[src/hdl/polar_pkg.sv]
package polar_pkg;

    // ====================================================================
    // sizes
    // ====================================================================

    localparam int CODE_LEN     = 64;
    localparam int CODE_LOG2    = 6;
    localparam int LLR_W        = 12;
    localparam int PE_W         = 22;
    localparam int NUM_PE       = CODE_LEN / 2;
    localparam int LLR_PER_WORD = 16;
    localparam int LLR_WORDS    = CODE_LEN / LLR_PER_WORD;
    localparam int RD_W         = LLR_PER_WORD * LLR_W;
    localparam int RADDR_W      = 11;
    localparam int WADDR_W      = 6;
    localparam int PKT_W        = 7;

    // value types, signed so element selects keep their sign
    typedef logic signed [LLR_W-1:0] llr_t;
    typedef logic signed [PE_W-1:0]  pe_t;
    typedef llr_t [CODE_LEN-1:0]     llr_vec_t;
    typedef llr_t [LLR_PER_WORD-1:0] llr_word_t;

    // ====================================================================
    // read word, decoded as header, info or llr word
    // ====================================================================

    typedef struct packed {
        logic [RD_W-PKT_W-1:0] rsvd;
        logic [PKT_W-1:0]      pkt_cnt;
    } hdr_view_t;

    typedef struct packed {
        logic [RD_W-CODE_LEN-1:0] rsvd;
        logic [CODE_LEN-1:0]      frozen_mask;
    } info_view_t;

    // llr field 0 in the lowest bits
    typedef union packed {
        hdr_view_t  hdr;
        info_view_t info;
        llr_word_t  llr;
    } rd_word_u;

    // broadcast schedule from the controller
    typedef struct packed {
        logic [CODE_LOG2-1:0] bit_idx;
        logic [2:0]           stage;
        logic                 decode;
        logic                 leaf;
        logic                 pkt_start;
    } sched_t;

    typedef struct packed {
        logic valid;
        logic frozen;
        logic hard;
    } decision_t;

endpackage
[src/hdl/llr_buffer.sv]
`timescale 1ns/10ps

module llr_buffer (
    input  logic                clk,
    input  logic                rst_n,
    input  logic                llr_load_i,
    input  logic [1:0]          word_idx_i,
    input  polar_pkg::rd_word_u rdata_i,
    output polar_pkg::llr_vec_t llr_o
);
    import polar_pkg::*;

    llr_vec_t llr_q;

    // word k fills channel llrs 16k .. 16k+15
    always_ff @(posedge clk or negedge rst_n) begin
        if (!rst_n) begin
            llr_q <= '0;
        end else if (llr_load_i) begin
            for (int k = 0; k < LLR_PER_WORD; k++) begin
                llr_q[int'(word_idx_i) * LLR_PER_WORD + k] <= rdata_i.llr[k];
            end
        end
    end

    assign llr_o = llr_q;

endmodule

[config.mk]
export PLATFORM = sky130hd
export DESIGN_NAME = llr_buffer
export DESIGN_NICKNAME = d
export VERILOG_FILES = /design/src/hdl/polar_pkg.sv /design/src/hdl/llr_buffer.sv
export SDC_FILE = /design/constraint.sdc
export NUM_CORES = 1
export LEC_CHECK = 0
export BUFFER_PORTS_ARGS = -buffer_cell sky130_fd_sc_hd__clkbuf_2
export CORE_AREA = 3 3 373 375
export CTS_CLUSTER_DIAMETER = 200
export DETAILED_ROUTE_END_ITERATION = 12
export DIE_AREA = 0 0 376 378
export SYNTH_ARGS = -nofsm -noshare
export SYNTH_HDL_FRONTEND = slang
export SYNTH_SLANG_ARGS = --single-unit
[constraint.sdc]
create_clock -name clk -period 2.65 [get_ports clk]
set_clock_uncertainty 0.15 [all_clocks]
set_input_delay 0.265 -clock clk [delete_from_list [all_inputs] [get_ports clk]]
set_output_delay 0.265 -clock clk [all_outputs]
set_load 0.005 [all_outputs]
Yosys cells after proc, flatten, opt, wreduce, memory -nomap -nowiden --
Cells that the tools add are included.
Word-level totals: register bits 768, input bits 197, output and inout bits 768, word-level logic and storage cells 175
Operators by class: add/sub/neg operators 15, magnitude comparators 32, multiplexer cells 48, reduce and logical (&&, ||, !) cells 16
Operators with widths (count):
- 768-bit bitwise mux | 16
- 12-bit demux with 6-bit select | 15
- 12-bit 2-to-1 mux | 16
- 7-bit by 1-bit greater-or-equal comparator with 1-bit output (second input constant) | 15
- 7-bit < comparator (second input constant) | 15
- 6-bit by 4-bit adder with 7-bit output (second input constant) | 8
- 6-bit by 3-bit adder with 7-bit output (second input constant) | 4
- 12-bit demux with 2-bit select | 1
- 1-bit logical AND | 16
- 6-bit by 2-bit adder with 7-bit output (second input constant) | 2
- 6-bit by 1-bit adder with 7-bit output (second input constant) | 1
- 6-bit by 7-bit < comparator with 1-bit output (second input constant) | 1
- 6-bit by 1-bit greater-or-equal comparator with 1-bit output (second input constant) | 1

Depth between registers and ports, before layout --
depth after elaboration 20, mapped depth 4, depth with buffers taken out 2

Worst setup path after synthesis --
Ideal clock, no wire load.
path kind input -> register, start point in word_idx_i[0], end point reg llr_q (netlist bit llr_o[100]), setup time 0.125 ns, data arrival time 1.162 ns, data required time 2.375 ns, setup slack 1.213 ns, cell stages on the path 4, buffers on the path 2, cells stage by stage nor3b_2 > buf_4 > buf_6 > mux2_2
Between the ends: cells in the longest elaborated chain, start to end 20, elaborated cells on any way between the ends 105, those cells by class add/sub (15); order compare (30); mux (45); reduce/logical (15)
RTL lines:
- from (decl) | line llr_buffer.sv:7 | input logic [1:0] word_idx_i,
- 6-bit by 1-bit adder with 7-bit output | line llr_buffer.sv:21 | llr_q[int'(word_idx_i) * LLR_PER_WORD + k] <= rdata_i.llr[k];
- 7-bit by 1-bit greater-or-equal comparator with 1-bit output (not written as such) or 7-bit < comparator (tied branches) | line llr_buffer.sv:21
- 1-bit logical AND (not written as such) | line llr_buffer.sv:21
- 12-bit 2-to-1 mux (not written as such) | line llr_buffer.sv:21
- 12-bit demux with 6-bit select | line llr_buffer.sv:21
- 768-bit bitwise mux (14 in a row) | line llr_buffer.sv:21
- 768-bit bitwise mux (*) | line llr_buffer.sv:21
- to (signal, indexed assignment) | line llr_buffer.sv:21
- to (decl) | line llr_buffer.sv:13 | llr_vec_t llr_q;
Mark *: on every way between the ends. The rest lies on a longest branch, timed or not. A chain may end at the register's enable or synchronous reset.

==> qor_table.md <==
| Metric | Value |
|---|---|
| Slowest cell delay on critical path | 0.59 ns |
| Insertion delay of the later-clocked pin in the worst-skew pair | 0.65 ns |
| Commonest cells post-synth | sky130_fd_sc_hd__dfrtp_1, sky130_fd_sc_hd__mux2_2, sky130_fd_sc_hd__buf_4 |
| Count of different cell masters after synthesis | 8 |
| Count of TritonRoute iterations in the first routing pass | 4 |
| Sum of negative setup slack | 0 ns |
| Share of the synthesized area in the top cell type | 0.6738 |
| Yosys warns | 0 |
| Area of placed instances | 35900 µm² |
| Effective utilization at floorplan | 0.2103 |
| Detailed Route WL | 99700 µm |
| Sink Count | 768 |
| Clock Tree Buf Depth | 3 |
| Flip-flop count of the largest register, all copies and words added | 768 |
| H-tree levels | 3 |
| Post-synthesis to final-layout area growth | 42.29% |
| Cell count after synthesis | 1624 |
| Starting DRC count in detailed routing | 723 |
| Root Driver | sky130_fd_sc_hd__clkbuf_16 |
| Fin nets | 3057 |
| Number of vias per cell | 4.051 |
| Type of element launching the critical path | primary input |
| Num CTS Buffers | 84 |
| Standard cell with the maximum stage delay on the critical path | sky130_fd_sc_hd__dlygate4sd3_1 |
| Peak supply drop | 0.6161 mV |
| Max frequency | 535.1 MHz |
| Total leakage power | 18.96 nW |
| Placeable Area | 135600 µm² |
| Post-layout instance count excluding filler cells | 4713 |
| Fin crit share | 0.7053 |
| Crit-path leading delay family | buffers and inverters |
| Maximum number of pins on one net before global-route repair | 87 |
| Post_cts resized | 0 |
| Detailed route wirelength on metal3 | 7363 µm |
| Predominant post-synthesis flop cell | sky130_fd_sc_hd__dfrtp_1 |
| Endpoints failing hold | 0 |
| Clock slew at reported path FFs | 0.07 ns |
| Post-synth net total | 1821 |
| Vias in the first global route | 20070 |
| Antenna Nets Post-Route | 0 |
| Initial antenna violation count | 20 |
| Highest fanout seen on the critical path | 47 |
| Top-level port count | 965 |
| Total global-route track usage | 0.1356 |
| Routability Congestion | 0.8274 |
| First-pass GRT wire length | 142800 µm |
| Highest metal used | met5 |
| RSZ-0062 raised after global routing | no |
| Relative slew slack | 0.5973 |
| Register bit count reported by yosys | 768 |
| Row count | 135 |
| Fraction of layout cells with a size suffix above 1 | 0.6619 |
| Type of destination of the critical path | async pin |
| CTS tree | yes |
| Post-route cell area | 40590 µm² |
| Final Max Tran Viols | 0 |
| Post-synthesis async set-or-reset flop share | 1.000 |
| Overall die area | 142100 µm² |
| Combined area of all synthesized cells | 28520 µm² |
| WP data arrival | 2.57 ns |
| Most area-hungry cell type in the Yosys netlist | sky130_fd_sc_hd__dfrtp_1 |
| Count of placed standard cells including taps | 4361 |
| Number of buffer and inverter stages on the critical path | 5 |
| Final setup fails | 0 |
| Routed met1 length | 39000 µm |
| Count of input and output buffers | 964 |
| Power density over cell area | 817.6 nW/µm² |
| Count of filler cells inserted in the layout | 13720 |
| Crit path required time | 3.35 ns |
| Path type of the worst setup path | primary input to async pin |
| Floorplan die width | 376 µm |
| Via count | 19090 |
| GR Overflow Total | 0 |
| Post-synth EDFFs | 0 |
| Max-capacitance violation count | 0 |
| Ordered list of cells on the worst path | dlygate4sd3_1 -> dlygate4sd3_1 -> buf_8 -> buf_12 -> buf_12 |
| Cell types with the largest area share after synthesis | sky130_fd_sc_hd__dfrtp_1, sky130_fd_sc_hd__mux2_2, sky130_fd_sc_hd__buf_4, sky130_fd_sc_hd__buf_6, sky130_fd_sc_hd__buf_2 |
| Worst min-delay path category | primary input to register |
| Seq/Total Area, Yosys | 0.6738 |
| Post-Synthesis Mean Instance Area | 17.56 µm² |
| Die boundary height | 378 µm |
| Routed WL per cell | 21.15 µm |
| DRC viols | 0 |
| Slew at the pin closest to its max-slew limit | 0.6040 ns |
| Result of the run | finished, final reports clean |
| Setup bufs post-CTS | 0 |
| Wire length on met2 | 50210 µm |
| HPWL Detailed | 76350 µm |
| Minimum clock period after layout | 1.869 ns |
## layout by cell type, fill, tap and decap left out, types with 2 or more instances in the layout
cell                            netlist  routed
sky130_fd_sc_hd__diode_2              0      10
sky130_fd_sc_hd__clkinv_8             0       4
sky130_fd_sc_hd__buf_4               36      48
sky130_fd_sc_hd__clkbuf_2             0     963
sky130_fd_sc_hd__mux2_2             768     768
sky130_fd_sc_hd__clkinvlp_4           0       4
sky130_fd_sc_hd__dfrtp_1            768     768
sky130_fd_sc_hd__clkinv_2             0       7
sky130_fd_sc_hd__clkbuf_1             0      24
sky130_fd_sc_hd__clkbuf_8             0      20
sky130_fd_sc_hd__dlygate4sd3_1        0     194
sky130_fd_sc_hd__nand3b_1             2       2
sky130_fd_sc_hd__bufinv_16            0       2
sky130_fd_sc_hd__buf_12               0      28
sky130_fd_sc_hd__clkbuf_16            0      84
## timing repair
| item | 4_1_cts | 5_1_grt |
|---|---|---|
| endpoints found under the hold margin | 1491 | 0 |
| endpoints found under the setup margin | 0 | 16 |
| hold buffers | 195 | 0 |
## area by class of cell
cell class              instances  area (µm²)  share of cell area
diodes                         10       25.02           0.0006166
clock buffers                 128        2467             0.06079
clock inverters                20       249.0            0.006135
multi-input cells             772        8700              0.2144
flip-flops and latches        768       19220              0.4735
well taps                    1781        2228             0.05491
repair buffers               1234        7697              0.1897
## tightest hold or removal path, stage by stage
cell and delay [ns]:
sky130_fd_sc_hd__clkbuf_2 0.16, sky130_fd_sc_hd__nor3b_4 0.08, sky130_fd_sc_hd__buf_12 0.15, sky130_fd_sc_hd__mux2_2 0.23
## routing by layer
metal  vias to the layer above  global-route usage
li1                       8270                   -
met1                      9991              0.1592
met2                       662              0.2333
met3                       168             0.04285
met4                         2             0.04709
met5                         -                   0
## cell families after synthesis
logic type             synth area share
and+or+nand+nor                0.001140
DFF                              0.6738
buffers and inverters           0.02185
muxes                            0.3032
## power by group
group | total (mW) | internal, mW | switching (mW)
Combinational | 6.47 | 3.53 | 2.94
Sequential | 15.2 | 14.0 | 1.23
Clock | 11.5 | 6.64 | 4.87
## per-stage QoR
step | util | hold WS [ns] | setup slack [ns] | total power, mW
6_report | 0.2992 | 0.1304 | 0.7810 | 33.18
5_1_grt | 0.2991 | 0.06497 | 0.6801 | 34.85
4_1_cts | 0.2991 | 0.03104 | 0.04455 | 33.72
3_5_place_dp | 0.2647 | 0.1404 | 0.5589 | 21.71
3_3_place_gp | 0.2647 | 0.1368 | 0.5664 | 21.54
2_1_floorplan | - | -0.1806 | 1.213 | 17.62
## worst paths after layout
path                               start         end  slack (ns)  cells past startpoint
hold reg to reg               llr_o[242]  llr_o[242]        0.35                      1
min in group asynchronous          rst_n  llr_o[446]        0.61                      3
max in group clk              llr_o[564]  llr_o[564]        0.92                      1
hold / removal             word_idx_i[0]  llr_o[153]        0.13                      4
setup reg to reg              llr_o[564]  llr_o[564]        1.62                      1
setup / recovery                   rst_n  llr_o[713]        0.78                      5
Note: power is estimated with default switching activity, not from simulation.
