`src/hdl/polar_pkg.sv`:
```
package polar_pkg;

    // ====================================================================
    // sizes
    // ====================================================================

    localparam int CODE_LEN     = 64;
    localparam int CODE_LOG2    = 6;
    localparam int LLR_W        = 12;
    localparam int PE_W         = 22;
    localparam int NUM_PE       = CODE_LEN / 2;
    localparam int LLR_PER_WORD = 16;
    localparam int LLR_WORDS    = CODE_LEN / LLR_PER_WORD;
    localparam int RD_W         = LLR_PER_WORD * LLR_W;
    localparam int RADDR_W      = 11;
    localparam int WADDR_W      = 6;
    localparam int PKT_W        = 7;

    // value types, signed so element selects keep their sign
    typedef logic signed [LLR_W-1:0] llr_t;
    typedef logic signed [PE_W-1:0]  pe_t;
    typedef llr_t [CODE_LEN-1:0]     llr_vec_t;
    typedef llr_t [LLR_PER_WORD-1:0] llr_word_t;

    // ====================================================================
    // read word, decoded as header, info or llr word
    // ====================================================================

    typedef struct packed {
        logic [RD_W-PKT_W-1:0] rsvd;
        logic [PKT_W-1:0]      pkt_cnt;
    } hdr_view_t;

    typedef struct packed {
        logic [RD_W-CODE_LEN-1:0] rsvd;
        logic [CODE_LEN-1:0]      frozen_mask;
    } info_view_t;

    // llr field 0 in the lowest bits
    typedef union packed {
        hdr_view_t  hdr;
        info_view_t info;
        llr_word_t  llr;
    } rd_word_u;

    // broadcast schedule from the controller
    typedef struct packed {
        logic [CODE_LOG2-1:0] bit_idx;
        logic [2:0]           stage;
        logic                 decode;
        logic                 leaf;
        logic                 pkt_start;
    } sched_t;

    typedef struct packed {
        logic valid;
        logic frozen;
        logic hard;
    } decision_t;

endpackage
```
`src/hdl/result_packer.sv`:
```
`timescale 1ns/10ps

module result_packer (
    input  logic                           clk,
    input  logic                           rst_n,
    input  polar_pkg::sched_t              sched_i,
    input  logic [polar_pkg::PKT_W-1:0]    pkt_i,
    input  polar_pkg::decision_t           decision_i,
    output logic [polar_pkg::WADDR_W-1:0]  waddr_o,
    output logic [polar_pkg::CODE_LEN-1:0] wdata_o
);
    import polar_pkg::*;

    // next free position in the output word
    logic [CODE_LOG2-1:0] pos_q;

    always_ff @(posedge clk or negedge rst_n) begin
        if (!rst_n) begin
            waddr_o <= '0;
            wdata_o <= '0;
            pos_q   <= '0;
        end else begin
            // write address trails the packet number by one cycle
            waddr_o <= pkt_i[WADDR_W-1:0];
            if (sched_i.pkt_start) begin
                wdata_o <= '0;
                pos_q   <= '0;
            end else if (decision_i.valid && !decision_i.frozen) begin
                // info bits only, lsb first
                wdata_o[pos_q] <= decision_i.hard;
                pos_q          <= pos_q + 1'b1;
            end
        end
    end

endmodule

```
`config.mk`:
```
export PLATFORM = sky130hd
export DESIGN_NAME = result_packer
export DESIGN_NICKNAME = d
export VERILOG_FILES = /design/src/hdl/polar_pkg.sv /design/src/hdl/result_packer.sv
export SDC_FILE = /design/constraint.sdc
export NUM_CORES = 1
export LEC_CHECK = 0
export ABC_CLOCK_PERIOD_IN_PS = 1200
export BUFFER_PORTS_ARGS = -buffer_cell sky130_fd_sc_hd__buf_2
export CORE_ASPECT_RATIO = 0.5
export CORE_MARGIN = 3
export CORE_UTILIZATION = 50
export CTS_BUF_LIST = sky130_fd_sc_hd__clkbuf_2 sky130_fd_sc_hd__clkbuf_4 sky130_fd_sc_hd__clkbuf_8
export DETAILED_ROUTE_END_ITERATION = 10
export GPL_ROUTABILITY_DRIVEN = 0
export GPL_TIMING_DRIVEN = 0
export PLACE_DENSITY = 0.8
export SLEW_MARGIN = 20
export SYNTH_ARGS = -nofsm -noshare
export SYNTH_HDL_FRONTEND = slang
export SYNTH_SLANG_ARGS = --single-unit
```
`constraint.sdc`:
```
create_clock -name clk -period 1.2 [get_ports clk]
set_input_delay 0.12 -clock clk [delete_from_list [all_inputs] [get_ports clk]]
set_output_delay 0.12 -clock clk [all_outputs]
set_load 0.05 [all_outputs]
```
Yosys cells after proc, flatten, opt, wreduce, memory -nomap -nowiden
Cells that the tools add are included.
{"block": "totals", "word_cells": 17, "out_inout_bits": 70, "register_bits": 76}
{"block": "classes", "n_mux": 7, "reduce_logical": 4, "n_addsub": 1, "order_cmp": 2}
{"operator": "2-to-1 mux 64 bit", "n": 2}
{"operator": "bitwise mux 64 bit", "n": 1}
{"operator": "2-to-1 mux 6 bit", "n": 2}
{"operator": "less-than comparator 6 x 7 -> 1 bit, second input constant", "n": 1}
{"operator": "adder 6 x 1 -> 6 bit, second input constant", "n": 1}
{"operator": "demux 1 bit (select 6 bit)", "n": 1}
{"operator": "greater-or-equal comparator 6 x 1 -> 1 bit, second input constant", "n": 1}
{"operator": "logical AND 1 bit", "n": 2}
{"operator": "nonzero test 2 bit", "n": 1}
{"operator": "zero test 1 bit", "n": 1}
{"operator": "2-to-1 mux 1 bit", "n": 1}

Longest topological paths before layout
{"block": "depth", "depth_word": 7, "depth_mapped": 5}

Worst setup path after synthesis
Ideal clock, no wire load.
{"block": "synth_timing", "path_type": "register to register", "from": "register pos_q[2]", "to": "register wdata_o[2] (netlist name)", "required_time_ps": 1074, "arrival_ps": 1149, "n_path_buf": 2, "stages_incl_launch_ff": 6, "path_slack_ps": -74, "setup_ps": 126, "cell_sequence": "dfrtp_1 buf_2 nor4b_4 buf_6 nand2_1 mux2i_1"}
{"block": "synth_via", "elab_chain_len": 7, "elab_cells_between_ends": 8}
{"item": "start, declared", "line_no": "result_packer.sv:15", "source": "logic [CODE_LOG2-1:0] pos_q;"}
{"item": "start signal, assigned", "line_no": "result_packer.sv:31", "source": "pos_q <= pos_q + 1'b1;"}
{"item": "less-than comparator 6 x 7 -> 1 bit (implied by the code) or greater-or-equal comparator 6 x 1 -> 1 bit (tied branches)", "line_no": "result_packer.sv:30", "source": "wdata_o[pos_q] <= decision_i.hard;"}
{"item": "logical AND 1 bit (implied by the code)", "line_no": "result_packer.sv:30"}
{"item": "2-to-1 mux 1 bit (implied by the code)", "line_no": "result_packer.sv:30"}
{"item": "demux 1 bit (select 6 bit) *", "line_no": "result_packer.sv:30"}
{"item": "bitwise mux 64 bit *", "line_no": "result_packer.sv:30"}
{"item": "2-to-1 mux 64 bit *", "line_no": "result_packer.sv:28", "source": "end else if (decision_i.valid && !decision_i.frozen) begin"}
{"item": "2-to-1 mux 64 bit *", "line_no": "result_packer.sv:25", "source": "if (sched_i.pkt_start) begin"}
{"item": "end signal, assigned by index", "line_no": "result_packer.sv:30"}
{"item": "end, declared", "line_no": "result_packer.sv:10", "source": "output logic [polar_pkg::CODE_LEN-1:0] wdata_o"}
Every way passes the cells marked *; elsewhere a longest branch is shown, timed or not. The select of a mux whose other input is x is not followed.
A chain may end at the register's enable or synchronous reset.

Final worst setup path
{"block": "layout_timing", "from": "register pos_q[4]", "to": "register wdata_o[33] (netlist name)"}
Same word-level chain as after synthesis.

==> summary.txt <==
Status
  – Outcome: finished with violations
  – Failing checks: setup timing

Logic synthesis
  – Main combinational cell family by area after synthesis: simple AND/OR/NAND/NOR gates
  – Most frequent cell after synthesis: dfrtp_1
  – XOR/XNOR Fraction of Synth Area: less than 1%
  – Sequential-to-total area share from yosys stat: around half
  – Post-synthesis simple-gate area fraction: 26.6%
  – Synth area leaders: dfrtp_1 (50%), mux2i_1 (17%), nand2b_1 (11%)
  – Synth async-reset ratio: 100%
  – Primary FF master, synth: dfrtp_1
  – Ys Warns: 0
  – Syn_nets: 369
  – Number of enable flip-flop cells after synthesis: 0
  – Syn avg cell area: approximately 11 um2
  – Synth area leader: dfrtp_1
  – Synth Cell Area: ~3800 um2
  – Post-synth top cells: dfrtp_1 (76), nand2_1 (66), mux2i_1 (65), nand2b_1 (65), buf_2 (11)
  – Compound-Gate Fraction of Synth Area: less than 1%
  – Unique masters post-synth: 25
  – Mapped Cells: 344
  – Mux share of post-synthesis cell area: 17.2%
  – Top cell type's share of synthesized area: 50.1%
  – Post-Synth Adder-Cell Area: 0.330%
  – FF+latch count, synth: between 70 and 80

Setup path
  – Critical path launch point type: register
  – RR Endpoint: wdata_o[33]
  – Critical Path RT: roughly 1400 ps
  – Crit-path max FO: 7
  – Critical path launch point: pos_q[4]
  – Cell count of the worst reg-to-reg path: 5
  – Critical Path, Cell by Cell: buf_6, buf_6, nor4b_4, nand2_1, mux2i_1
  – CP peak stage delay: 400 ps
  – CP Class: reg2reg
  – FF-to-FF Start: pos_q[4]
  – Crit-path slowest cell: dfrtp_1
  – Critical path endpoint category: register
  – R2r setup slk: -250 ps
  – Worst path most repeated cell: buf_6
  – CP Data Arrival Time: 1680 ps

Timing
  – RSZ-0062 raised after global routing: true
  – Minimum clock period: 1450 ps
  – Final setup vio count: 68
  – Final hold vios: 0
  – Final Skew: between 8 and 9 ps
  – Post-route setup slack: -249 ps
  – Maximum clock rate: 690 MHz
  – Worst-margin pin slew: 472 ps
  – Pins Over Slew Limit: 0
  – Period utilization: 121%
  – Setup tns final: -11,870 ps
  – Worst rel slew slack: between 60% and 70%

Layout
  – Final core occ: 74.4%
  – P&R area growth vs syn: 37.5%
  – Design Area, Final: approximately 5200 um2
  – Reg area: approximately 1900 um2
  – Number of fill cells: 470
  – Multi-input logic area: 1950 um2
  – Layout cells sized above 1: 46.1%
  – N_diodes: 0
  – Nets: roughly 490

Drt
  – Routed WL per cell: 19.5 um
  – DR vias: ~3,100
  – Final wirelength: 11,000 um
  – DRC: 0
  – First-pass detailed-route iteration total: 4
  – Vias per cell: 5.51
  – DRT antenna net count: 0
  – Initial DRC count: about 260

Floorplan
  – IO Count: 94
  – Core area: between 7000 and 8000 um2
  – Die X-Extent: 129 um
  – # rows: 21
  – Die Ht: 67.6 um
  – Total Die Area: 8730 um2
  – Initial Utilization: 54.1%

Clock tree
  – CTS tree: done
  – Num CTS Buffers: 9
  – CTS root buffer: clkbuf_8
  – Clock Sinks: 76
  – Clk Latency, worst-skew pair: 360 ps
  – Clock-pin slew on the worst setup and hold paths: approximately 80 ps
  – Clk buf depth: 2
  – H-Tree Depth: 3

Placement
  – Placed Area: 4430 um2
  – Port bufs: 80
  – Place WS: -254 ps
  – HPWL Detailed: about 6600 um

Global routing
  – Pin count of the biggest net entering global routing: 61
  – Grt ovf: 0
  – Vias in the first global route: ~3,300
  – First-pass GRT wire length: 17,000 um
  – Initial antenna violation count: 0
  – Total global-route track usage: 26.0%

Pwr
  – Total power: 5.17 mW
  – PD cells: a little under 1000 nW/um2
  – VDD IR-drop max: around 0.00073 V
  – P_leak: ~2.8 nW

Min path
  – Min-Delay Path Class: in2async

Run
  – Max-cap viol count: 0
## report_power, final
group,switching [mW],total (mW),internal (mW)
sequential,0.00944,2.58,2.58
clock,1.04,2.07,1.03
combinational,0.297,0.512,0.215
total,1.35,5.17,3.82
## flip-flops by register name (all words and copies together), names as in the netlist
| name | cells |
|---|---|
| waddr_o | 6 |
| pos_q | 6 |
| wdata_o | 64 |
## timing repair
action,in CTS,in global routing
endpoints found under the hold margin,82,0
pin swaps,43,36
hold buffers,7,0
buffers inserted,13,6
endpoints found under the setup margin,67,69
cloned,5,2
gates resized for setup,62,25
## worst max-delay path, delay by kind of cell, from the launching register on
kind | cells | cell delay (ps)
and+or+nand+nor | 2 | 490
buffers and inverters | 2 | 290
DFF | 1 | 400
muxes | 1 | 140
## cells by family (layout without fill, tap and decap cells)
family          count (synthesis)  count (layout)
xor+xnor                        2               2
simple gates                  164             164
fa+ha+maj                       1               1
flops                          76              76
buf+inv                        30             159
mux                            65              65
compound gates                  6               6
## how the worst max path moves through the flow
| stage | endpoint | slack [ps] | cells after the start |
|---|---|---|---|
| final | wdata_o[33] | -250 | 5 |
| after global routing | wdata_o[33] | -280 | 5 |
| after CTS | wdata_o[26] | -210 | 5 |
| after detailed placement | wdata_o[11] | -250 | 4 |
| after global placement | pos_q[5] | -530 | 1 |
| after floorplan | wdata_o[25] | -60 | 5 |
## per-layer routing
layer,routed length (um),share of wire (%),track usage [%],vias to the layer above
li1,-,-,-,1396
met2,5330,48,44.5,108
met1,4710,43,32.1,1582
met4,215,2.0,8.12,0
met5,0,0,0,-
met3,754,6.9,7.90,25
## cell type report
class                   count  area share (%)
plain buffers              30            4.75
clock buffers              10            2.64
clock inverters             6            1.37
multi-input cells         238            37.4
flip-flops and latches     76            36.5
well taps                  92            2.21
repair buffers            113            15.2
## stage by stage
step	hold slack, ps	std cells
after floorplan	-176	344
after global placement	229	516
after detailed placement	8.10	517
after CTS	152	558
after global routing	167	565
final	151	565
## cell usage in the layout (no fill, tap or decap), types with 2 or more instances in the layout
cell type      synthesis  routed
buf_2                 11      87
dfrtp_1               76      75
nand2b_1              65      65
mux2i_1               65      65
nand2_2                0      45
nand2_1               66      20
buf_6                  3      18
buf_4                  5      12
clkbuf_8               0      11
clkbuf_1               9       8
and4bb_4               0       8
dlygate4sd3_1          0       7
and4b_2                0       6
nor4b_4                1       6
buf_8                  0       3
nor2_1                 3       3
clkbuf_16              0       2
and4bb_2              10       2
nand3b_1               2       2
o21ai_0                3       2
a21oi_1                3       2
clkinvlp_4             0       2
clkinv_4               0       2
buf_16                 0       2
buf_12                 0       2
(Power assumes the default switching activity.)
