==> config.mk <==
export PLATFORM = sky130hd
export DESIGN_NAME = decode_ctrl
export DESIGN_NICKNAME = d
export VERILOG_FILES = /design/src/hdl/polar_pkg.sv /design/src/hdl/decode_ctrl.sv
export SDC_FILE = /design/constraint.sdc
export NUM_CORES = 1
export LEC_CHECK = 0
export BUFFER_PORTS_ARGS = -buffer_cell sky130_fd_sc_hd__buf_2
export CORE_AREA = 2 2 89 91
export CTS_BUF_LIST = sky130_fd_sc_hd__clkbuf_4 sky130_fd_sc_hd__clkbuf_8
export CTS_CLUSTER_SIZE = 30
export DETAILED_ROUTE_END_ITERATION = 10
export DIE_AREA = 0 0 91 93
export PLACE_DENSITY = 0.7
export SLEW_MARGIN = 25
export SYNTH_ARGS = -nofsm -noshare
export SYNTH_HDL_FRONTEND = slang
export SYNTH_SLANG_ARGS = --single-unit
==> constraint.sdc <==
create_clock -name clk -period 2.6 [get_ports clk]
set_input_delay 0 -clock clk [delete_from_list [all_inputs] [get_ports clk]]
set_output_delay 0 -clock clk [all_outputs]
set_load 0.005 [all_outputs]
==> src/hdl/polar_pkg.sv <==
package polar_pkg;

    // ====================================================================
    // sizes
    // ====================================================================

    localparam int CODE_LEN     = 64;
    localparam int CODE_LOG2    = 6;
    localparam int LLR_W        = 12;
    localparam int PE_W         = 22;
    localparam int NUM_PE       = CODE_LEN / 2;
    localparam int LLR_PER_WORD = 16;
    localparam int LLR_WORDS    = CODE_LEN / LLR_PER_WORD;
    localparam int RD_W         = LLR_PER_WORD * LLR_W;
    localparam int RADDR_W      = 11;
    localparam int WADDR_W      = 6;
    localparam int PKT_W        = 7;

    // value types, signed so element selects keep their sign
    typedef logic signed [LLR_W-1:0] llr_t;
    typedef logic signed [PE_W-1:0]  pe_t;
    typedef llr_t [CODE_LEN-1:0]     llr_vec_t;
    typedef llr_t [LLR_PER_WORD-1:0] llr_word_t;

    // ====================================================================
    // read word, decoded as header, info or llr word
    // ====================================================================

    typedef struct packed {
        logic [RD_W-PKT_W-1:0] rsvd;
        logic [PKT_W-1:0]      pkt_cnt;
    } hdr_view_t;

    typedef struct packed {
        logic [RD_W-CODE_LEN-1:0] rsvd;
        logic [CODE_LEN-1:0]      frozen_mask;
    } info_view_t;

    // llr field 0 in the lowest bits
    typedef union packed {
        hdr_view_t  hdr;
        info_view_t info;
        llr_word_t  llr;
    } rd_word_u;

    // broadcast schedule from the controller
    typedef struct packed {
        logic [CODE_LOG2-1:0] bit_idx;
        logic [2:0]           stage;
        logic                 decode;
        logic                 leaf;
        logic                 pkt_start;
    } sched_t;

    typedef struct packed {
        logic valid;
        logic frozen;
        logic hard;
    } decision_t;

endpackage
==> src/hdl/decode_ctrl.sv <==
`timescale 1ns/10ps

module decode_ctrl (
    input  logic                          clk,
    input  logic                          rst_n,
    input  logic                          module_en_i,
    input  polar_pkg::rd_word_u           rdata_i,
    output logic [polar_pkg::RADDR_W-1:0] raddr_o,
    output polar_pkg::sched_t             sched_o,
    output logic                          llr_load_o,
    output logic [1:0]                    word_idx_o,
    output logic                          info_load_o,
    output logic [polar_pkg::PKT_W-1:0]   pkt_o,
    output logic                          proc_done_o
);
    import polar_pkg::*;

    typedef enum logic [2:0] {
        IDLE, HEADER, INFO, LLR, DECODE, FINISH
    } state_e;

    state_e               state_q;
    state_e               state_d;
    logic [1:0]           cnt_q;
    logic [CODE_LOG2-1:0] bit_q;
    logic [2:0]           stage_q;
    logic [PKT_W-1:0]     pkt_cnt_q;
    logic [PKT_W-1:0]     cur_pkt_q;
    logic [RADDR_W-1:0]   raddr_q;
    logic                 done_q;
    logic                 bit_end;
    logic                 pkt_end;
    logic                 last_pkt;

    assign bit_end  = (stage_q == 3'(CODE_LOG2 - 1));
    assign pkt_end  = bit_end && (bit_q == CODE_LOG2'(CODE_LEN - 1));
    assign last_pkt = (cur_pkt_q == pkt_cnt_q - 1'b1);

    // ====================================================================
    // packet FSM
    // ====================================================================

    always_comb begin
        state_d = state_q;
        case (state_q)
            IDLE:    if (module_en_i) state_d = HEADER;
            HEADER:  state_d = (rdata_i.hdr.pkt_cnt == '0) ? FINISH : INFO;
            INFO:    state_d = LLR;
            LLR:     if (cnt_q == 2'(LLR_WORDS - 1)) state_d = DECODE;
            DECODE:  if (pkt_end) state_d = last_pkt ? FINISH : INFO;
            FINISH:  if (cnt_q == 2'd1) state_d = IDLE;
            default: state_d = IDLE;
        endcase
    end

    always_ff @(posedge clk or negedge rst_n) begin
        if (!rst_n) begin
            state_q   <= IDLE;
            cnt_q     <= '0;
            pkt_cnt_q <= '0;
            cur_pkt_q <= '0;
            done_q    <= 1'b0;
        end else begin
            state_q <= state_d;
            // word counter for llr loading and the finish delay
            cnt_q   <= (state_q == LLR || state_q == FINISH) ? cnt_q + 2'd1 : '0;
            if (state_q == HEADER) begin
                pkt_cnt_q <= rdata_i.hdr.pkt_cnt;
            end
            // last packet number is kept so the write port stays on it
            if (state_q == IDLE && module_en_i) begin
                cur_pkt_q <= '0;
            end else if (state_q == DECODE && pkt_end && !last_pkt) begin
                cur_pkt_q <= cur_pkt_q + 1'b1;
            end
            done_q <= (state_q == FINISH) && (cnt_q == 2'd0);
        end
    end

    // ====================================================================
    // bit and stage counters, read address
    // ====================================================================

    always_ff @(posedge clk or negedge rst_n) begin
        if (!rst_n) begin
            bit_q   <= '0;
            stage_q <= '0;
        end else if (state_q == DECODE) begin
            stage_q <= bit_end ? 3'd0 : stage_q + 3'd1;
            if (bit_end) begin
                bit_q <= bit_q + 1'b1;
            end
        end else begin
            bit_q   <= '0;
            stage_q <= '0;
        end
    end

    // one word per cycle through header, info and llr words
    always_ff @(posedge clk or negedge rst_n) begin
        if (!rst_n) begin
            raddr_q <= '0;
        end else begin
            case (state_q)
                HEADER, INFO, LLR: raddr_q <= raddr_q + 1'b1;
                FINISH:            raddr_q <= '0;
                default:           raddr_q <= raddr_q;
            endcase
        end
    end

    always_comb begin
        sched_o.bit_idx   = bit_q;
        sched_o.stage     = stage_q;
        sched_o.decode    = (state_q == DECODE);
        sched_o.leaf      = (state_q == DECODE) && bit_end;
        sched_o.pkt_start = (state_q == INFO);
    end

    assign raddr_o     = raddr_q;
    assign llr_load_o  = (state_q == LLR);
    assign word_idx_o  = cnt_q;
    assign info_load_o = (state_q == INFO);
    assign pkt_o       = cur_pkt_q;
    assign proc_done_o = done_q;

endmodule

* Word level (Yosys, flattened, before mapping) *
Index checks and enable logic that the tools add are counted.

storage, ports and cells
  register bits after elaboration = 40
  logic and storage cells = 59

operators by class
  multiplexer cells = 15
  reduce and logical (&&, ||, !) cells = 15
  equal/unequal tests = 15
  $add $sub $neg = 6

operator list
  cell                     number
  $mux W3                  8
  $pmux W11 S2             1
  $pmux W3 S6              1
  $mux W7                  2
  $mux W6                  2
  $add A11 B1 Y11 const B  1
  $eq A3 B3 Y1 const B     3
  $add A7 B1 Y7 const B    1
  $eq A7 B7 Y1             1
  $logic_not A7 Y1         1
  $sub A7 B1 Y7 const B    1
  $add A6 B1 Y6 const B    1
  $eq A3 B2 Y1 const B     2
  $eq A6 B6 Y1 const B     1
  $logic_and A1 B1 Y1      6
  $ne A2 B1 Y1 const B     3
  $ne A2 B2 Y1 const B     2
  $reduce_and A4 Y1        1
  $reduce_bool A2 Y1       2
  $add A3 B1 Y3 const B    1
  $eq A3 B1 Y1 const B     1
  $logic_not A3 Y1         1
  $reduce_or A3 Y1         1
  $add A2 B1 Y2 const B    1
  6 further kinds          6

* Logic depth before layout (Yosys ltp) *
  depth in word-level cells = 6
  gate-level depth with buffers = 8
  depth with buffers taken out = 8

* Least setup slack after synthesis *
No wires, ideal clock.

  path kind = flip-flop to flip-flop
  start = register pkt_cnt_q[0]
  end = register cur_pkt_q[6], in the netlist pkt_o[6]
  data arrival time = 1.845 ns
  data required time = 2.521 ns
  setup time = 0.079 ns
  period minus slack after synthesis = 1.924 ns
  path slack = 0.676 ns
  stages on the path, launching flop included = 8
  cells stage by stage = dfrtp_1 > inv_1 > ha_1 > a31o_2 > a2111oi_4 > a31oi_4 > nand4_2 > mux2i_1

between the ends
  cells in the longest elaborated chain, start to end = 5

ends and longest elaborated chain
  what                          RTL line           source
  start, declared               decode_ctrl.sv:27  logic [PKT_W-1:0] pkt_cnt_q;
  start signal, assigned        decode_ctrl.sv:68  pkt_cnt_q <= rdata_i.hdr.pkt_cnt;
  $sub A7 B1 Y7                 decode_ctrl.sv:37  assign last_pkt = (cur_pkt_q == pkt_cnt_q - 1'b1);
  $eq A7 B7 Y1                  decode_ctrl.sv:37
  $logic_not A1 Y1              decode_ctrl.sv:73  end else if (state_q == DECODE && pkt_end && !last_pkt) begin
  $logic_and A1 B1 Y1           decode_ctrl.sv:73
  $reduce_bool A2 Y1 (no line)  -
  end signal, assigned          decode_ctrl.sv:74  cur_pkt_q <= cur_pkt_q + 1'b1;
  end, declared                 decode_ctrl.sv:28  logic [PKT_W-1:0] cur_pkt_q;

Every way passes these cells.
A chain may end at the register's enable or synchronous reset.

* Worst setup path in the final report *
Same ends and word-level chain as after synthesis.

==> results.toml <==
[logic_synthesis]
syn-num-nets = 433
yosys-top-cells-area = "dfrtp_1, xnor2_1, nor2_1"
yosysUniqueCellTypes = 50
synth_area_per_cell_sq_um = 9.728
synth_top_cell_area_share = 0.4454
synth_edf_count = 0
synth_warnings = 0
async_flop_share = 1.000
synth_area_leader_cell = "dfrtp_1"
synthesis.area_sq_um = 2247
ys.flop_type = "dfrtp_1"
synth_cells = 231
yosysSeqAreaShare = 0.4454
ys_ff_latch = 40

[routing]
wl_per_cell_um = 13.34
drtIter0Drc = 65
drcViolationCount = 0
dr.pass1.iters = 4
routed_wirelength_um = 5175
dr_total_vias = 1848
final_antenna_net_count = 0
viasPerCell = 4.763

[power_and_ir_drop]
seqPwrFrac = 0.395
leakagePower_nw = 1.280
switching_share = 0.4057
power_density_nw_per_um2 = 916.7
pwr-share-clk = 0.172
vdd_drop_max_mv = 0.5019
p_switching_w = 0.001027
p_comb_frac = 0.432
p_int_w = 0.001505

[clock_network]
cts_sinks = 40
tritoncts = "built"
clk_latency_ns = 0.29
cts.clk_slew.worst_paths_ns = 0.08
post_cts_resized = 0
cts-root-buf = "clkbuf_8"
cts_buffers = 5
clockBufferDepth = 2
h-tree-depth = 2

[sta]
setup_viol = 0
hold_viol = 0
rsz0062_at_grt = "no"
slew_violations = 0
max_freq_mhz = 456.8
holdWs_ns = 0.09560
tns_ns = 0
finalCritPeriodShare = 0.8420
slew-limit-headroom = 0.6339
worstMarginPinSlew_ns = 0.5492
min_period_ns = 2.189
worst_slack_ns = 0.4107
finClkSkew_ns = 0.009930

[die]
core_area_sq_um = 7527
dieArea_sq_um = 8463
start_util = 0.2985
row_count = 32
ios = 230
die_y_um = 93
die_w_um = 91

[critical_path]
r2r_setup_slack_ns = 0.41
required_ns = 2.81
path_max_fanout = 6
criticalPathCategory = "flip-flop to flip-flop"
arrival_ns = 2.40
crit_path_start_kind = "flip-flop"
end_kind = "flip-flop"

[status]
outcome = "finished, final reports clean"

[layout]
mostFrequentLayoutCell = "buf_2"
nets = 487
n_fill_cell = 833
multi_input_area_sq_um = 1171
area_delta_synth_final_pct = 22.94
final_cell_mix = "buf_2, dfrtp_1, nor2_1"
utilization = 0.3670
n_antenna_cell = 0
seq_area_sq_um = 1001
drive_above_1_share = 0.2413

[place]
hpwl_um = 3698
port_buffers = 44
gp_congestion = 0.7951
pre_cts_slack_ns = 0.4648

[global_route]
grt.total_usage = 0.1249
grt_pass1_vias = 1857
antenna_found_initial = 0
grt_pass1_wl_um = 8583
grt-ovfl-total = 0
grt_max_degree = 41

[job]
cap_violations = 0

[worst_hold_path]
hold_class = "primary input to flip-flop"
-- stage by stage --
stage                     total power (W)  cells  area (sq um)
after floorplan                  0.001786    231          2247
after global placement           0.002049    372          2587
after detailed placement         0.002110    372          2587
after CTS                        0.002568    388          2760
after global routing             0.002724    388          2763
final                            0.002532    388          2763
-- registers in the layout, indices dropped and copies added (netlist names) --
register,cells
stage_q,3
proc_done_o,1
bit_q,6
raddr_o,11
pkt_cnt_q,7
state_q,3
pkt_o,7
word_idx_o,2
-- final timing paths --
kind                                   start           end  depth (start not counted)
worst max register to register  pkt_cnt_q[0]      pkt_o[6]                          7
worst min register to register  pkt_cnt_q[6]  pkt_cnt_q[6]                          1
worst max-delay path            pkt_cnt_q[0]      pkt_o[6]                          7
min in group asynchronous              rst_n      bit_q[3]                          2
max in group asynchronous              rst_n      pkt_o[6]                          2
worst min-delay path             module_en_i      pkt_o[6]                          4
-- synthesized netlist by cell type, types with 2 or more instances --
master and number:
a21oi_1 9, a221oi_1 2, a311oi_1 2, a31oi_1 3
and2_1 3, and3_1 5, clkbuf_1 8, dfrtp_1 40
ha_1 7, inv_1 8, inv_2 2, mux2_1 4
mux2i_1 4, nand2_1 21, nand2b_1 2, nand3_1 9
nand3b_1 2, nand4_2 2, nor2_1 30, nor2b_1 3
nor3_1 2, nor3b_1 2, o21ai_1 10, o21bai_1 2
or3_1 4, xnor2_1 13, xor2_1 9
-- power by group through the flow --
stage / Clock (W) / Combinational [W] / Sequential [W]
2_1_floorplan: 0 / 0.000830 / 0.000956
3_3_place_gp: 0 / 0.00105 / 0.000999
3_5_place_dp: 0 / 0.00110 / 0.00101
4_1_cts: 0.000454 / 0.00111 / 0.00100
5_1_grt: 0.000479 / 0.00122 / 0.00103
6_report: 0.000437 / 0.00109 / 0.00100
-- metal layers --
| metal | GRT usage | up-vias | share of wire |
|---|---|---|---|
| li1 | - | 909 | - |
| met1 | 0.1525 | 887 | 0.46 |
| met2 | 0.2222 | 48 | 0.49 |
| met3 | 0.03062 | 4 | 0.042 |
| met4 | 0.03030 | 0 | 0.0060 |
| met5 | 0 | - | 0 |
-- layout make-up --
| type | count | area share |
|---|---|---|
| clock buffer | 7 | 0.03034 |
| clock inverter | 1 | 0.003170 |
| multi-input combinational | 172 | 0.4239 |
| inverter | 10 | 0.01359 |
| tap | 102 | 0.04620 |
| timing repair buffer | 56 | 0.1205 |
| sequential | 40 | 0.3623 |
-- critical path: stages, from the launching register on --
cell and delay [ns]:
dfrtp_1 0.41, inv_1 0.11, ha_1 0.30, nand4_2 0.16
a2111oi_4 0.55, a31oi_4 0.23, nand4_2 0.16, mux2i_1 0.18
-- logic make-up (layout without fill, tap and decap cells) --
logic type | count (synthesis) | in the layout | share of synthesized area
AND/OR/NAND/NOR | 91 | 91 | 0.2077
AO/OA/AOI/OAI | 42 | 42 | 0.1387
flip-flops | 40 | 40 | 0.4454
XOR/XNOR | 23 | 23 | 0.09299
buffers and inverters | 19 | 74 | 0.03341
multiplexers | 9 | 9 | 0.04287
adder cells (fa/ha/maj) | 7 | 7 | 0.03897
-- what timing repair did --
item / in CTS / in global routing
hold buffers: 8 / 0
endpoints found under the setup margin: 0 / 0
buffers inserted: 0 / 0
endpoints found under the hold margin: 47 / 0
No activity file was read; power rests on OpenSTA's default activity.
