--- config.mk ---
export PLATFORM = sky130hd
export DESIGN_NAME = partial_sum
export DESIGN_NICKNAME = d
export VERILOG_FILES = /design/src/hdl/polar_pkg.sv /design/src/hdl/partial_sum.sv
export SDC_FILE = /design/constraint.sdc
export NUM_CORES = 1
export LEC_CHECK = 0
export BUFFER_PORTS_ARGS = -buffer_cell sky130_fd_sc_hd__buf_2
export CAP_MARGIN = 20
export CORE_ASPECT_RATIO = 1.4
export CORE_MARGIN = 4
export CORE_UTILIZATION = 56
export CTS_BUF_LIST = sky130_fd_sc_hd__clkbuf_16
export CTS_CLUSTER_DIAMETER = 60
export DETAILED_ROUTE_END_ITERATION = 16
export PLACE_DENSITY_LB_ADDON = 0.15
export SYNTH_ARGS = -nofsm -noshare
export SYNTH_HDL_FRONTEND = slang
export SYNTH_SLANG_ARGS = --single-unit
--- constraint.sdc ---
create_clock -name clk -period 4.9 [get_ports clk]
set_input_delay 0.735 -clock clk [delete_from_list [all_inputs] [get_ports clk]]
set_output_delay 0.735 -clock clk [all_outputs]
set_load 0.03 [all_outputs]
--- src/hdl/polar_pkg.sv ---
package polar_pkg;

    // ====================================================================
    // sizes
    // ====================================================================

    localparam int CODE_LEN     = 64;
    localparam int CODE_LOG2    = 6;
    localparam int LLR_W        = 12;
    localparam int PE_W         = 22;
    localparam int NUM_PE       = CODE_LEN / 2;
    localparam int LLR_PER_WORD = 16;
    localparam int LLR_WORDS    = CODE_LEN / LLR_PER_WORD;
    localparam int RD_W         = LLR_PER_WORD * LLR_W;
    localparam int RADDR_W      = 11;
    localparam int WADDR_W      = 6;
    localparam int PKT_W        = 7;

    // value types, signed so element selects keep their sign
    typedef logic signed [LLR_W-1:0] llr_t;
    typedef logic signed [PE_W-1:0]  pe_t;
    typedef llr_t [CODE_LEN-1:0]     llr_vec_t;
    typedef llr_t [LLR_PER_WORD-1:0] llr_word_t;

    // ====================================================================
    // read word, decoded as header, info or llr word
    // ====================================================================

    typedef struct packed {
        logic [RD_W-PKT_W-1:0] rsvd;
        logic [PKT_W-1:0]      pkt_cnt;
    } hdr_view_t;

    typedef struct packed {
        logic [RD_W-CODE_LEN-1:0] rsvd;
        logic [CODE_LEN-1:0]      frozen_mask;
    } info_view_t;

    // llr field 0 in the lowest bits
    typedef union packed {
        hdr_view_t  hdr;
        info_view_t info;
        llr_word_t  llr;
    } rd_word_u;

    // broadcast schedule from the controller
    typedef struct packed {
        logic [CODE_LOG2-1:0] bit_idx;
        logic [2:0]           stage;
        logic                 decode;
        logic                 leaf;
        logic                 pkt_start;
    } sched_t;

    typedef struct packed {
        logic valid;
        logic frozen;
        logic hard;
    } decision_t;

endpackage
--- src/hdl/partial_sum.sv ---
`timescale 1ns/10ps

module partial_sum (
    input  logic                         clk,
    input  logic                         rst_n,
    input  polar_pkg::sched_t            sched_i,
    input  logic                         info_load_i,
    input  polar_pkg::rd_word_u          rdata_i,
    input  logic                         leaf_sign_i,
    output logic [polar_pkg::NUM_PE-1:0] psum_o,
    output polar_pkg::decision_t         decision_o
);
    import polar_pkg::*;

    logic [CODE_LEN-1:0] u_q;
    logic [CODE_LEN-1:0] mask_q;
    logic [CODE_LEN-1:0] lvl [CODE_LOG2];
    logic                frozen;
    logic                hard;

    // ====================================================================
    // xor butterfly over the decided bits
    // ====================================================================

    // level k encodes aligned blocks of 2**k bits
    always_comb begin
        lvl[0] = u_q;
        for (int k = 1; k < CODE_LOG2; k++) begin
            for (int i = 0; i < CODE_LEN; i++) begin
                if (i[k-1]) begin
                    lvl[k][i] = lvl[k-1][i];
                end else begin
                    lvl[k][i] = lvl[k-1][i] ^ lvl[k-1][i + (1 << (k - 1))];
                end
            end
        end
    end

    // left half of the current subtree, based at the upper bits of the index
    always_comb begin
        logic [CODE_LEN-1:0]  lvl_sel;
        logic [CODE_LOG2-1:0] base;
        logic [CODE_LOG2-1:0] idx;
        lvl_sel = lvl[CODE_LOG2 - 1 - int'(sched_i.stage)];
        base    = sched_i.bit_idx & ~CODE_LOG2'((CODE_LEN >> sched_i.stage) - 1);
        psum_o  = '0;
        for (int i = 0; i < NUM_PE; i++) begin
            idx = base | CODE_LOG2'(i);
            if (i < (NUM_PE >> sched_i.stage)) begin
                psum_o[i] = lvl_sel[idx];
            end
        end
    end

    // ====================================================================
    // hard decision
    // ====================================================================

    assign frozen = mask_q[sched_i.bit_idx];
    assign hard   = frozen ? 1'b0 : leaf_sign_i;

    always_comb begin
        decision_o.valid  = sched_i.leaf;
        decision_o.frozen = frozen;
        decision_o.hard   = hard;
    end

    always_ff @(posedge clk) begin
        if (info_load_i) begin
            mask_q <= rdata_i.info.frozen_mask;
        end
    end

    always_ff @(posedge clk or negedge rst_n) begin
        if (!rst_n) begin
            u_q <= '0;
        end else if (sched_i.leaf) begin
            u_q[sched_i.bit_idx] <= hard;
        end
    end

endmodule

; ---- Yosys cells after proc, flatten, opt, wreduce, memory -nomap -nowiden
; Cells that the tools add are included.
[word_totals]
ff_bits = 128
input_bits = 208
output_inout_bits = 35
wordCells = 342
[op_classes]
add_sub_neg = 2
n_lt_le_gt_ge = 67
shift = 2
mux = 105
bitwise = 163
reduce_logical = 1
[ops]
columns = operator, count
row1 = $lt A6 B32 Y1 const A, 16
row2 = $lt A5 B32 Y1 const A, 8
row3 = $lt A6 B7 Y1 const B, 33
row4 = $bmux W64 S3, 1
row5 = $xor A1 B1 Y1, 160
row6 = $lt A4 B32 Y1 const A, 4
row7 = $mux W64, 2
row8 = $mux W1, 68
row9 = $bwmux W64, 1
row10 = $lt A3 B32 Y1 const A, 2
row11 = $bmux W1 S4, 10
row12 = $ge A32 B4 Y1 const B, 1
row13 = $lt A1 B32 Y1 const A, 1
row14 = $lt A2 B32 Y1 const A, 1
row15 = $not A32 Y32, 1
row16 = $shr A6 B3 Y32 const A, 1
row17 = $bmux W1 S3, 10
row18 = $bmux W1 S5, 5
row19 = $bmux W1 S6, 2
row20 = $bmux W1 S2, 5
row21 = $shr A7 B3 Y6 const A, 1
row22 = $and A6 B6 Y6, 1
row23 = $demux W1 S6, 1
row24 = $ge A6 B1 Y1 const B, 1
row25 = 4 further kinds, 4

; ---- Logic depth before layout (Yosys ltp)
[logic_depth]
depth_word = 11
depth_mapped = 18
depth_no_buf = 13

; ---- Least setup slack after synthesis
; No wires, ideal clock.
[synth_path]
path_kind = in2out
from = in sched_i[4] in the netlist's numbering
to = out psum_o[1] in the netlist's numbering
arrival_time_ps = 4161
required_ps = 4165
path_slack_ps = 4
cell_stages = 16
path_cell_list = clkbuf_1 buf_2 buf_2 buf_2 nand2_1 inv_1 nand2_1 ha_1 nand2_1 buf_2 clkbuf_1 clkbuf_1 o211ai_1 a31oi_1 a32oi_1 a2111oi_2
[synth_between]
elab_chain_cells = 8
elab_cells_between_ends = 14
[synth_rtl]
columns = item, line
row1 = start: declaration, partial_sum.sv:6  ; input polar_pkg::sched_t sched_i,
row2 = $sub A3 B3 Y4, partial_sum.sv:44  ; lvl_sel = lvl[CODE_LOG2 - 1 - int'(sched_i.stage)];
row3 = $not A32 Y32 (not written as such), partial_sum.sv:44
row4 = $bmux W64 S3, partial_sum.sv:44
row5 = $mux W64 (not written as such) (2 in series), partial_sum.sv:44
row6 = $bmux W1 S5, partial_sum.sv:50  ; psum_o[i] = lvl_sel[idx];
row7 = $mux W1 (not written as such), partial_sum.sv:50
row8 = $mux W1 (*), partial_sum.sv:49  ; if (i < (NUM_PE >> sched_i.stage)) begin
row9 = end: declaration, partial_sum.sv:10  ; output logic [polar_pkg::NUM_PE-1:0] psum_o,
; Every way passes the cells marked *; elsewhere a longest branch is shown, timed or not. The select of a mux whose other input is x is not followed.

; ---- Worst setup path in the final report
[layout_path]
from = reg u_q[31]
to = out psum_o[0] in the netlist's numbering
[layout_between]
elab_chain_cells = 11
elab_cells_between_ends = 37
[layout_rtl]
columns = item, line
row1 = start: declaration, partial_sum.sv:15  ; logic [CODE_LEN-1:0] u_q;
row2 = start signal: indexed assignment, partial_sum.sv:78  ; u_q[sched_i.bit_idx] <= hard;
row3 = $xor A1 B1 Y1 (5 in series), partial_sum.sv:33  ; lvl[k][i] = lvl[k-1][i] ^ lvl[k-1][i + (1 << (k - 1))];
row4 = $bmux W64 S3 (*), partial_sum.sv:44
row5 = $mux W64 (not written as such) (*) (2 in series), partial_sum.sv:44
row6 = $bmux W1 S6 (*), partial_sum.sv:50
row7 = $mux W1 (not written as such) (*), partial_sum.sv:50
row8 = $mux W1 (*), partial_sum.sv:49
; Marks and branches as above.

==> flow_summary_export.csv <==
group,metric,value,unit
synthesis,yosys.area_share.adder,0.117,%
finish,multi_input_area,6570,µm²
finish,storage_element_area,3520,µm²
hold_path,hold_removal_path_class,"in -> async",
power,power.density,395,nW/µm²
grt,grt_pass1_wl,53300,µm
timing,drv_slew,0,
route,num_vias,9962,
power,share_seq_of_total_power,29.1,%
power,p_leak,4.46,nW
timing,achievable-frequency,0.211,GHz
clock_tree,cts.reportedPaths.clkPinSlew,0.05,ns
route,vias_per_cell,6.45,
clock_tree,clock_insertion_delay_worst_skew,0.46,ns
place,portbufs,112,
floorplan,num_rows,59,
grt,grt_max_degree,65,
worst_setup_path,critical_path_peak_fanout,14,
worst_setup_path,worst-endpoint-required,4.16,ns
timing,timing.max_slew.rel_slack,26.7,%
finish,num_antenna_cells,0,
power,power_spent_charging_and_discharging_nets,1.79,mW
finish,num-nets-final,1503,
clock_tree,cts.sink_count,128,
synthesis,postSynthNetCount,1444,
route,drt_pre_antenna_iters,6,
clock_tree,tritoncts,"built",
clock_tree,cts_repair_resize_count,0,
synthesis,synth-xor-area-share,16.8,%
synthesis,synth_top_cells_by_area,"edfxtp_1, dfrtp_1, xnor2_1",
timing,totalNegativeSetupSlack,0,ns
finish,post_route_cells_drive_above_1_share,17.8,%
synthesis,syn_area,10700,µm²
route,drt_drc_violations_left,0,
route,drt_wl_total,34600,µm
floorplan,floorplan.die.width,125,µm
power,power.clock.fraction,28.3,%
timing,final.period_utilization,96.8,%
grt,number_of_global_route_vias_before_repair,9356,
place,routabilityCongestion,0.995,
worst_setup_path,timing.setup.critical_path_class,"reg -> out",
finish,layout_common_cells,"xnor2_1, o21ai_0, buf_2, nor2_1, nand2_1",
synthesis,ys_warn_count,0,
run,timing.max_cap.violations,0,
synthesis,syn-instance-count,1235,
synthesis,netlist.top_cell.by_area,"edfxtp_1",
outcome,run_status,"completed",
route,detail-route-antenna-nets,0,
grt,antenna_found_initial,0,
finish,final_cells,1544,
power,comb_power_share,42.6,%
synthesis,combinational_family_with_the_most_area_after_synthesis,"compound AO/OA/AOI/OAI gates",
synthesis,ys_async_sr_fraction,50.0,%
timing,rsz0062_at_grt,"no",
clock_tree,hold_buffers,0,
synthesis,ys_types,78,
power,power_switching_share,37.5,%
worst_setup_path,timing.critical_path.from_type,"register",
clock_tree,postCtsSetupBuffers,0,
grt,grt.total_usage,31.9,%
synthesis,proportion_of_synthesized_area_in_mux_cells,4.26,%
floorplan,pin_count,243,
timing,clock-skew-final,0.0144,ns
place,dp_cells,1511,
clock_tree,root_cell_of_the_clock_tree,"clkbuf_16",
clock_tree,clock_tree.htree_level_count,4,
power,internal-power,2.98,mW
timing,timing_hold_violations_final,0,
route,detailedRoute.firstIterationViolations,1128,
synthesis,synth_compound_gate_area_share,25.2,%
synthesis,syn_area_per_cell,8.66,µm²
worst_setup_path,worst_setup_path_end_kind,"primary output",
floorplan,coreArea,18700,µm²
synthesis,synth_top_area_share,18.0,%
worst_setup_path,critPathArrivalTime,4.01,ns
floorplan,die_h,172,µm
timing,setup_viol,0,
finish,mostFrequentLayoutCell,"xnor2_1",
synthesis,yosys.area_share.simple,14.9,%
grt,grt_overflow_total,0,
clock_tree,cts_buffers,25,
synthesis,yosysSeqAreaShare,32.9,%
place,detailed_place_hpwl,26100,µm
finish,fillerInstances,1584,
synthesis,ys_dominant_reg_cell,"edfxtp_1",
clock_tree,cts.path.max_buffers,3,
finish,area.growth.synth_to_final,12.9,%
power,max-vdd-ir-drop,476,µV
floorplan,initial_core_utilization,57.3,%
timing,worst_slew_pin_slew,1.10,ns
timing,post-route-min-period,4.74,ns
synthesis,synth.ff_latch_count,128,
route,route.detailed.wl_per_inst,22.4,µm
floorplan,floorplan.die_area,21400,µm²
synthesis,number_of_flops_mapped_to_enable_cells_by_yosys,64,
metal layers:
| layer | global-route usage (%) | vias to the layer above | part of all wire [%] |
|---|---|---|---|
| met3 | 4.78 | 136 | 8.5 |
| met1 | 37.9 | 4605 | 37 |
| met2 | 54.2 | 567 | 47 |
| met4 | 20.6 | 0 | 7.2 |
| met5 | 0 | - | 0 |
| li1 | - | 4654 | - |
cell usage after synthesis, types with 5 or more instances:
library cell,instances
xnor2_1,134
o21ai_0,126
nor2_1,102
nand2_1,85
o31ai_1,68
clkbuf_1,66
dfrtp_1,64
edfxtp_1,64
a21oi_1,63
buf_2,38
xor2_1,36
nor3_1,32
nand3_1,30
nor2b_1,26
a31oi_1,19
o22ai_1,18
o211ai_1,17
buf_1,16
inv_1,14
mux2i_1,14
mux4_2,13
o221ai_1,12
a211oi_1,11
or3_1,11
and2_1,9
nor3b_1,8
a32oi_1,7
o21a_1,7
a221oi_1,6
a311oi_1,6
buf_4,6
nand3b_1,6
and3_1,5
nand2b_1,5
nor4_1,5
o311a_1,5
o32ai_1,5
worst max-delay path, cell delays in order, from the launching register on:
cell	delay, ns
dfrtp_1	0.84
xnor2_4	0.20
xnor2_1	0.24
or4_1	0.49
nand3_1	0.15
nand3_1	0.09
a2111oi_0	0.61
a311oi_1	0.18
a2111oi_2	0.46
buf_2	0.27
stage by stage:
| stage | hold WS, ns | utilization, % | cell area, µm² | worst slack (ns) | power (mW) |
|---|---|---|---|---|---|
| final | 0.441 | 64.6 | 12100 | 0.157 | 4.77 |
| after global routing | 0.438 | 64.6 | 12100 | 0.00718 | 5.02 |
| after CTS | 0.434 | 64.6 | 12100 | 0.184 | 4.77 |
| after detailed placement | 0.576 | 61.1 | 11400 | 0.392 | 3.40 |
| after global placement | 0.560 | 61.1 | 11400 | 0.359 | 3.37 |
| after floorplan | 0.439 | - | 10700 | 0.00368 | 2.88 |
final cells by class:
| class | instances | share of cell area [%] |
|---|---|---|
| clock inverter | 8 | 0.311 |
| timing repair buffer | 160 | 7.94 |
| multi-input combinational | 964 | 54.4 |
| inverter | 15 | 0.466 |
| tap | 244 | 2.53 |
| clock buffer | 25 | 5.18 |
| sequential | 128 | 29.2 |
final timing paths:
| kind | start | endpoint | slack [ns] | cells after the start |
|---|---|---|---|---|
| max in group asynchronous | rst_n | u_q[49] | 3.92 | 2 |
| min in group clk | rdata_i[47] | mask_q[47] | 0.45 | 1 |
| min | rst_n | u_q[28] | 0.44 | 2 |
| max | u_q[31] | psum_o[0] | 0.16 | 9 |
| max reg2reg | mask_q[7] | u_q[26] | 1.98 | 8 |
| min reg2reg | u_q[2] | u_q[2] | 0.59 | 2 |
power groups by stage:
| stage | clock network, mW | logic, mW | registers (mW) |
|---|---|---|---|
| 6_report | 1.35 | 2.03 | 1.39 |
| 5_1_grt | 1.43 | 2.18 | 1.40 |
| 4_1_cts | 1.37 | 2.01 | 1.39 |
| 3_5_place_dp | 0 | 2.00 | 1.40 |
| 3_3_place_gp | 0 | 1.97 | 1.40 |
| 2_1_floorplan | 0 | 1.57 | 1.31 |
registers in the layout, indices dropped and copies added (netlist names):
signal,count
u_q,64
mask_q,64
kinds of logic after synthesis:
kind of cell / Yosys count
adder cells (fa/ha/maj): 1
AO/OA/AOI/OAI: 412
AND/OR/NAND/NOR: 337
buffers and inverters: 143
XOR/XNOR: 185
flip-flops: 128
multiplexers: 29
No activity file was read; power rests on OpenSTA's default activity.
